===== config.mk =====
export PLATFORM = sky130hd
export DESIGN_NAME = unpack_top
export DESIGN_NICKNAME = d
export VERILOG_FILES = /design/src/unpack_pkg.sv /design/src/unpack_in_port.sv /design/src/unpack_bfifo.sv /design/src/unpack_engine.sv /design/src/unpack_out_port.sv /design/src/unpack_top.sv
export SDC_FILE = /design/constraint.sdc
export NUM_CORES = 1
export LEC_CHECK = 0
export BUFFER_PORTS_ARGS = -buffer_cell sky130_fd_sc_hd__buf_2
export CAP_MARGIN = 25
export CORE_ASPECT_RATIO = 0.75
export CORE_UTILIZATION = 30
export DETAILED_ROUTE_END_ITERATION = 10
export PLACE_DENSITY_LB_ADDON = 0.25
export SYNTH_ARGS = -nofsm -noshare
export SYNTH_HDL_FRONTEND = slang
export SYNTH_SLANG_ARGS = --single-unit

===== constraint.sdc =====
create_clock -name clk_i -period 6.6 [get_ports clk_i]
set_input_delay 1.32 -clock clk_i [delete_from_list [all_inputs] [get_ports clk_i]]
set_output_delay 1.32 -clock clk_i [all_outputs]
set_load 0.005 [all_outputs]

===== src/unpack_pkg.sv =====
`default_nettype none

package unpack_pkg;

   // stream widths
   localparam int PACKED_W = 32;
   localparam int FIELD_W  = 16;

   // bit fifo holds two of the wider of the two widths
   localparam int BFIFO_W = 2 * ((PACKED_W > FIELD_W) ? PACKED_W : FIELD_W);

   // word fifo entries, equal to the credits upstream holds after reset
   localparam int IN_DEPTH  = 4;
   localparam int OUT_DEPTH = 4;

   typedef logic [PACKED_W-1:0] packed_word_t;

   // right aligned, unused upper bits are zero
   typedef logic [FIELD_W-1:0] field_t;

   // 0 .. FIELD_W
   typedef logic [$clog2(FIELD_W):0] field_len_t;

   // 0 .. BFIFO_W
   typedef logic [$clog2(BFIFO_W):0] bit_level_t;

   typedef logic [$clog2(OUT_DEPTH):0] credit_cnt_t;

   // len must lie in 1 .. FIELD_W
   typedef struct packed {
      field_len_t len;
      logic       wrap;
   } unpack_cfg_s;

endpackage

`default_nettype wire


===== src/unpack_in_port.sv =====
`timescale 1ns/1ps
`default_nettype none

module unpack_in_port
   import unpack_pkg::*;
(
   input  wire logic         clk_i,
   input  wire logic         rst_n_i,
   input  wire logic         in_valid_i,
   input  wire packed_word_t in_data_i,
   input  wire logic         word_take_i,
   output logic              in_credit_o,
   output logic              word_avail_o,
   output packed_word_t      word_o
);

   packed_word_t                mem [IN_DEPTH];
   logic [$clog2(IN_DEPTH)-1:0] wr_ptr_q;
   logic [$clog2(IN_DEPTH)-1:0] rd_ptr_q;
   logic [$clog2(IN_DEPTH):0]   count_q;
   logic                        rd_en;

   // the sender only sends while holding a credit, so no full check here
   assign rd_en        = word_take_i & word_avail_o;
   assign word_avail_o = (count_q != '0);
   assign word_o       = mem[rd_ptr_q];

   // one credit back for every word handed to the engine
   assign in_credit_o = rd_en;

   always_ff @(posedge clk_i) begin
      if (in_valid_i) begin
         mem[wr_ptr_q] <= in_data_i;
      end
   end

   always_ff @(posedge clk_i or negedge rst_n_i) begin
      if (!rst_n_i) begin
         wr_ptr_q <= '0;
         rd_ptr_q <= '0;
         count_q  <= '0;
      end else begin
         if (in_valid_i) begin
            wr_ptr_q <= wr_ptr_q + 1'b1;
         end
         if (rd_en) begin
            rd_ptr_q <= rd_ptr_q + 1'b1;
         end
         case ({in_valid_i, rd_en})
            2'b10:   count_q <= count_q + 1'b1;
            2'b01:   count_q <= count_q - 1'b1;
            default: count_q <= count_q;
         endcase
      end
   end

endmodule

`default_nettype wire


===== src/unpack_bfifo.sv =====
`timescale 1ns/1ps
`default_nettype none

module unpack_bfifo
   import unpack_pkg::*;
(
   input  wire logic         clk_i,
   input  wire logic         rst_n_i,
   input  wire logic         push_i,
   input  wire packed_word_t push_data_i,
   input  wire logic         pop_i,
   input  wire field_len_t   pop_len_i,
   output field_t            pop_data_o,
   output bit_level_t        fill_o,
   output bit_level_t        space_o
);

   logic [BFIFO_W-1:0] data_q;
   bit_level_t         fill_q;
   logic [BFIFO_W-1:0] push_ext;
   field_t             len_onehot;
   field_t             len_mask;

   // bits above the fill level are kept at zero, so a push can OR in
   assign push_ext = {{(BFIFO_W - PACKED_W){1'b0}}, push_data_i};

   // mask of pop_len_i ones, 16 gives all ones
   assign len_onehot = field_t'(1'b1) << pop_len_i;
   assign len_mask   = len_onehot - 1'b1;

   assign pop_data_o = data_q[FIELD_W-1:0] & len_mask;
   assign fill_o     = fill_q;
   assign space_o    = bit_level_t'(BFIFO_W) - fill_q;

   always_ff @(posedge clk_i or negedge rst_n_i) begin
      if (!rst_n_i) begin
         data_q <= '0;
         fill_q <= '0;
      end else if (push_i) begin
         // new word lands right above the current fill
         data_q <= data_q | (push_ext << fill_q);
         fill_q <= fill_q + bit_level_t'(PACKED_W);
      end else if (pop_i) begin
         // oldest bits leave from the bottom, zeros shift in at the top
         data_q <= data_q >> pop_len_i;
         fill_q <= fill_q - bit_level_t'(pop_len_i);
      end
   end

endmodule

`default_nettype wire


===== src/unpack_engine.sv =====
`timescale 1ns/1ps
`default_nettype none

module unpack_engine
   import unpack_pkg::*;
(
   input  wire logic         clk_i,
   input  wire logic         rst_n_i,
   input  wire unpack_cfg_s  cfg_i,
   input  wire logic         word_avail_i,
   input  wire packed_word_t word_i,
   input  wire logic         field_ready_i,
   output logic              word_take_o,
   output logic              field_wr_o,
   output field_t            field_o
);

   localparam int ACC_W = $clog2(PACKED_W);

   // holding register for the next word to push
   packed_word_t     hold_word_q;
   logic             held_q;
   logic             held_nxt;

   logic             push;
   logic             pop;
   field_len_t       pop_len;
   bit_level_t       fill;
   bit_level_t       space;

   // bit position inside the current word
   logic [ACC_W-1:0] acc_q;
   logic [ACC_W-1:0] acc_nxt;
   logic [ACC_W:0]   acc_sum;
   logic [ACC_W-1:0] wrap_rem;
   logic             wrap_now;

   assign acc_sum  = {1'b0, acc_q} + (ACC_W + 1)'(cfg_i.len);
   assign wrap_rem = ACC_W'(PACKED_W) - acc_q;
   // next field would cross the word boundary
   assign wrap_now = cfg_i.wrap & (acc_sum > (ACC_W + 1)'(PACKED_W));

   always_comb begin
      pop         = 1'b0;
      pop_len     = cfg_i.len;
      push        = 1'b0;
      word_take_o = 1'b0;
      field_wr_o  = 1'b0;
      held_nxt    = held_q;
      acc_nxt     = acc_q;
      if (wrap_now) begin
         // drop the leftover high bits of the word, nothing written
         pop     = 1'b1;
         pop_len = field_len_t'(wrap_rem);
         acc_nxt = '0;
      end else if ((fill >= bit_level_t'(cfg_i.len)) && field_ready_i) begin
         pop        = 1'b1;
         field_wr_o = 1'b1;
         // wraps to zero at an exact word boundary
         acc_nxt    = acc_sum[ACC_W-1:0];
      end else if (held_q && (space >= bit_level_t'(PACKED_W))) begin
         push = 1'b1;
         if (word_avail_i) begin
            word_take_o = 1'b1;
         end else begin
            held_nxt = 1'b0;
         end
      end else if (!held_q && word_avail_i) begin
         word_take_o = 1'b1;
         held_nxt    = 1'b1;
      end
   end

   always_ff @(posedge clk_i) begin
      if (word_take_o) begin
         hold_word_q <= word_i;
      end
   end

   always_ff @(posedge clk_i or negedge rst_n_i) begin
      if (!rst_n_i) begin
         held_q <= 1'b0;
         acc_q  <= '0;
      end else begin
         held_q <= held_nxt;
         acc_q  <= acc_nxt;
      end
   end

   unpack_bfifo u_bfifo (
      .clk_i       (clk_i),
      .rst_n_i     (rst_n_i),
      .push_i      (push),
      .push_data_i (hold_word_q),
      .pop_i       (pop),
      .pop_len_i   (pop_len),
      .pop_data_o  (field_o),
      .fill_o      (fill),
      .space_o     (space)
   );

endmodule

`default_nettype wire


===== src/unpack_out_port.sv =====
`timescale 1ns/1ps
`default_nettype none

module unpack_out_port
   import unpack_pkg::*;
(
   input  wire logic   clk_i,
   input  wire logic   rst_n_i,
   input  wire logic   field_wr_i,
   input  wire field_t field_i,
   input  wire logic   out_credit_i,
   output logic        field_ready_o,
   output logic        out_valid_o,
   output field_t      out_data_o
);

   field_t                       mem [OUT_DEPTH];
   logic [$clog2(OUT_DEPTH)-1:0] wr_ptr_q;
   logic [$clog2(OUT_DEPTH)-1:0] rd_ptr_q;
   logic [$clog2(OUT_DEPTH):0]   fill_q;
   credit_cnt_t                  credit_cnt_q;
   logic                         beat;

   assign field_ready_o = (fill_q != OUT_DEPTH[$clog2(OUT_DEPTH):0]);

   // a beat needs both a stored field and a downstream credit
   assign beat = (fill_q != '0) && (credit_cnt_q != '0);

   always_ff @(posedge clk_i) begin
      if (field_wr_i) begin
         mem[wr_ptr_q] <= field_i;
      end
      if (beat) begin
         out_data_o <= mem[rd_ptr_q];
      end
   end

   always_ff @(posedge clk_i or negedge rst_n_i) begin
      if (!rst_n_i) begin
         wr_ptr_q     <= '0;
         rd_ptr_q     <= '0;
         fill_q       <= '0;
         credit_cnt_q <= '0;
         out_valid_o  <= 1'b0;
      end else begin
         out_valid_o <= beat;
         if (field_wr_i) begin
            wr_ptr_q <= wr_ptr_q + 1'b1;
         end
         if (beat) begin
            rd_ptr_q <= rd_ptr_q + 1'b1;
         end
         case ({field_wr_i, beat})
            2'b10:   fill_q <= fill_q + 1'b1;
            2'b01:   fill_q <= fill_q - 1'b1;
            default: fill_q <= fill_q;
         endcase
         // credit in and beat out in one cycle cancel
         case ({out_credit_i, beat})
            2'b10:   credit_cnt_q <= credit_cnt_q + 1'b1;
            2'b01:   credit_cnt_q <= credit_cnt_q - 1'b1;
            default: credit_cnt_q <= credit_cnt_q;
         endcase
      end
   end

endmodule

`default_nettype wire


===== src/unpack_top.sv =====
`timescale 1ns/1ps
`default_nettype none

module unpack_top
   import unpack_pkg::*;
(
   input  wire logic         clk_i,
   input  wire logic         rst_n_i,
   input  wire unpack_cfg_s  cfg_i,
   input  wire logic         in_valid_i,
   input  wire packed_word_t in_data_i,
   output logic              in_credit_o,
   input  wire logic         out_credit_i,
   output logic              out_valid_o,
   output field_t            out_data_o
);

   // input port to engine
   logic         word_avail;
   packed_word_t word;
   logic         word_take;

   // engine to output port
   logic         field_wr;
   field_t       field;
   logic         field_ready;

   unpack_in_port u_in_port (
      .clk_i        (clk_i),
      .rst_n_i      (rst_n_i),
      .in_valid_i   (in_valid_i),
      .in_data_i    (in_data_i),
      .word_take_i  (word_take),
      .in_credit_o  (in_credit_o),
      .word_avail_o (word_avail),
      .word_o       (word)
   );

   unpack_engine u_engine (
      .clk_i         (clk_i),
      .rst_n_i       (rst_n_i),
      .cfg_i         (cfg_i),
      .word_avail_i  (word_avail),
      .word_i        (word),
      .field_ready_i (field_ready),
      .word_take_o   (word_take),
      .field_wr_o    (field_wr),
      .field_o       (field)
   );

   unpack_out_port u_out_port (
      .clk_i         (clk_i),
      .rst_n_i       (rst_n_i),
      .field_wr_i    (field_wr),
      .field_i       (field),
      .out_credit_i  (out_credit_i),
      .field_ready_o (field_ready),
      .out_valid_o   (out_valid_o),
      .out_data_o    (out_data_o)
   );

endmodule

`default_nettype wire


==> impl_metrics.json <==
{
  "h-tree-depth": 2,
  "grt-ovfl-total": 0,
  "grt_util_all_layers": 0.228,
  "crit_required_ps": 5280,
  "drv_cap": 0,
  "clk_pin_slew_ps": 60,
  "synth_top_cell_by_area": "edfxtp_1",
  "end_kind": "primary output",
  "clock-root-buffer": "clkbuf_16",
  "clock_latency_ps": 570,
  "synth-seq-area-share": 0.478,
  "syn2layout_area_growth_pct": 14.2,
  "grt_max_degree": 59,
  "synth_cell_type_count": 87,
  "setup_violations": 0,
  "cts_tree": "done",
  "yosys-top-cells-area": "edfxtp_1 (36%), dfrtp_1 (12%), mux4_2 (8.0%)",
  "synth.net_count": 1794,
  "n_fill_cell": 6494,
  "drt_wl_total_um": 77200,
  "min_path_type": "reg -> reg",
  "grt_pass1_wl_um": 112000,
  "core_um2": 65600,
  "maxSlewHeadroom": 0.245,
  "synth_area_per_cell_um2": 11.7,
  "synthTopCellsByCount": "edfxtp_1 (240), nand2_1 (140), nor2_1 (136), mux2i_1 (131), a21oi_1 (98)",
  "via_per_inst": 5.97,
  "fin_crit_sh": 0.845,
  "row_count": 81,
  "ctsResizeCount": 0,
  "regToRegSetupSlack_ps": 1620,
  "vias": 15959,
  "clock.fmax_mhz": 179,
  "worst_pin_slew_ps": 1120,
  "synth_top_area_frac": 0.360,
  "final_nets": 1847,
  "start_kind": "primary input",
  "initial_core_util": 0.306,
  "crit_path_max_fanout": 10,
  "io_buffers": 59,
  "first_iter_violations": 2102,
  "hold_viol": 0,
  "synth_edf_count": 240,
  "synth_ff_type": "edfxtp_1",
  "cts_sinks": 335,
  "holdPathEnd": "u_in_port.count_q[2]",
  "slew_violations": 0,
  "netlist_area_um2": 20000,
  "ant_nets": 0,
  "period_minus_slack_ps": 5580,
  "fp.dieArea_um2": 67900,
  "path_class": "in -> out",
  "status": "completed",
  "syn_inst": 1718,
  "ys_seq_elements": 335,
  "synth.most_common_cell": "edfxtp_1",
  "ys_async_sr_fraction": 0.284,
  "arrival_ps": 4260,
  "hold_depth": 1,
  "wl_per_cell_um": 28.9,
  "clockBufferDepth": 3,
  "io_pins": 60,
  "first_pass_iters": 8,
  "drcViolationCount": 0,
  "worstHoldStart": "u_in_port.count_q[2]",
  "fin_skew_ps": 32.3,
  "post-dp-hpwl_um": 57000,
  "drive_gt1_frac": 0.199,
  "fin_setup_tns_ps": 0,
  "reg2reg_to": "u_engine.u_bfifo.data_q[27]",
  "antenna_found_initial": 5,
  "post_cts_buffers": 0,
  "rr_worst_depth": 15,
  "die_h_um": 226,
  "hold_buffers": 0,
  "rsz0062_at_grt": "no",
  "reg2reg_from": "u_engine.acc_q[0]",
  "place.gp.congestion": 1.01,
  "first_global_vias": 15737,
  "cts_buffers": 38,
  "yosys_warnings": 0,
  "die_w_um": 300
}
==> cell usage in the layout, fill, tap and decap left out, types with 13 or more instances in the layout <==
| cell | instances |
|---|---|
| edfxtp_1 | 240 |
| nand2_1 | 139 |
| nor2_1 | 135 |
| mux2i_1 | 131 |
| a21oi_1 | 98 |
| dfrtp_1 | 92 |
| mux4_2 | 71 |
| buf_4 | 68 |
| a22oi_1 | 65 |
| o21ai_0 | 60 |
| buf_2 | 58 |
| o22ai_1 | 46 |
| a211oi_1 | 42 |
| clkbuf_16 | 39 |
| nor3_1 | 38 |
| mux2_2 | 36 |
| inv_1 | 32 |
| ha_1 | 30 |
| and2_1 | 22 |
| nand3_1 | 18 |
| xnor2_1 | 15 |
| mux2i_2 | 15 |
| o32a_1 | 15 |
| o31ai_1 | 14 |
| a31oi_1 | 14 |
| xor2_1 | 13 |
==> sequential cells by signal (all words and copies together), names as in the netlist, 3 cells and up <==
register	count
u_engine.u_bfifo.fill_o	7
u_engine.acc_q	5
u_out_port.fill_q	3
u_engine.u_bfifo.data_q	64
u_out_port.out_data_o	16
u_engine.hold_word_q	32
u_out_port.credit_cnt_q	3
u_in_port.mem	128
u_out_port.mem	64
u_in_port.count_q	3
==> worst max-delay path by stage <==
stage / slack, ps / end / cells past startpoint / start
floorplan: 260 / u_in_port.rd_ptr_q[1] / 12 / cfg_i[1]
global route: 720 / in_credit_o / 10 / cfg_i[2]
global placement: 810 / u_engine.u_bfifo.data_q[34] / 16 / cfg_i[1]
CTS: 1010 / in_credit_o / 10 / cfg_i[2]
detailed placement: 740 / u_out_port.mem[3][10] / 17 / cfg_i[1]
finish: 1020 / in_credit_o / 10 / cfg_i[2]
==> per-layer routing <==
layer | up-vias | share of wire | GRT usage
met1 | 8123 | 0.47 | 0.340
met2 | 869 | 0.39 | 0.302
met3 | 105 | 0.12 | 0.0859
met4 | 6 | 0.021 | 0.0525
met5 | - | 0.0019 | 0.0123
li1 | 6856 | - | -
==> cell families after synthesis <==
group | synth area share
adder cells (fa/ha/maj) | 0.0232
AND/OR/NAND/NOR | 0.0850
flip-flops | 0.478
XOR/XNOR | 0.0122
multiplexers | 0.187
buffers and inverters | 0.0363
AO/OA/AOI/OAI | 0.178
==> metrics by stage <==
stage | cells | hold slack (ps) | area (µm²) | util | setup slack, ps
floorplan | 1718 | 443 | 20000 | - | 260
global placement | 2600 | 459 | 21500 | 0.328 | 807
detailed placement | 2601 | 461 | 21500 | 0.328 | 742
CTS | 2669 | 472 | 22900 | 0.349 | 1010
global route | 2670 | 480 | 22900 | 0.349 | 716
finish | 2671 | 466 | 22900 | 0.349 | 1020
==> critical path, stage by stage <==
cell      delay (ps)
buf_2            170
inv_1            110
ha_1             320
nor2b_1          140
o2111a_1         230
a211oi_1         380
or2_0            610
nand2_2          350
a211oi_1         430
buf_2            190
==> cell type report <==
type                            count  area [µm²]  share of cell area
Antenna cell                        1        2.50            0.000109
Timing Repair Buffer              134         951              0.0416
Inverter                           38         150             0.00656
Clock buffer                       45        1020              0.0445
Tap cell                          871        1090              0.0476
Clock inverter                     23         315              0.0138
Sequential cell                   335        9590               0.419
Multi-Input combinational cell   1224        9770               0.427
Power is left out: the tool's default activity adds up to more than one toggle a clock period on the data nets, which glitch-free logic cannot reach.
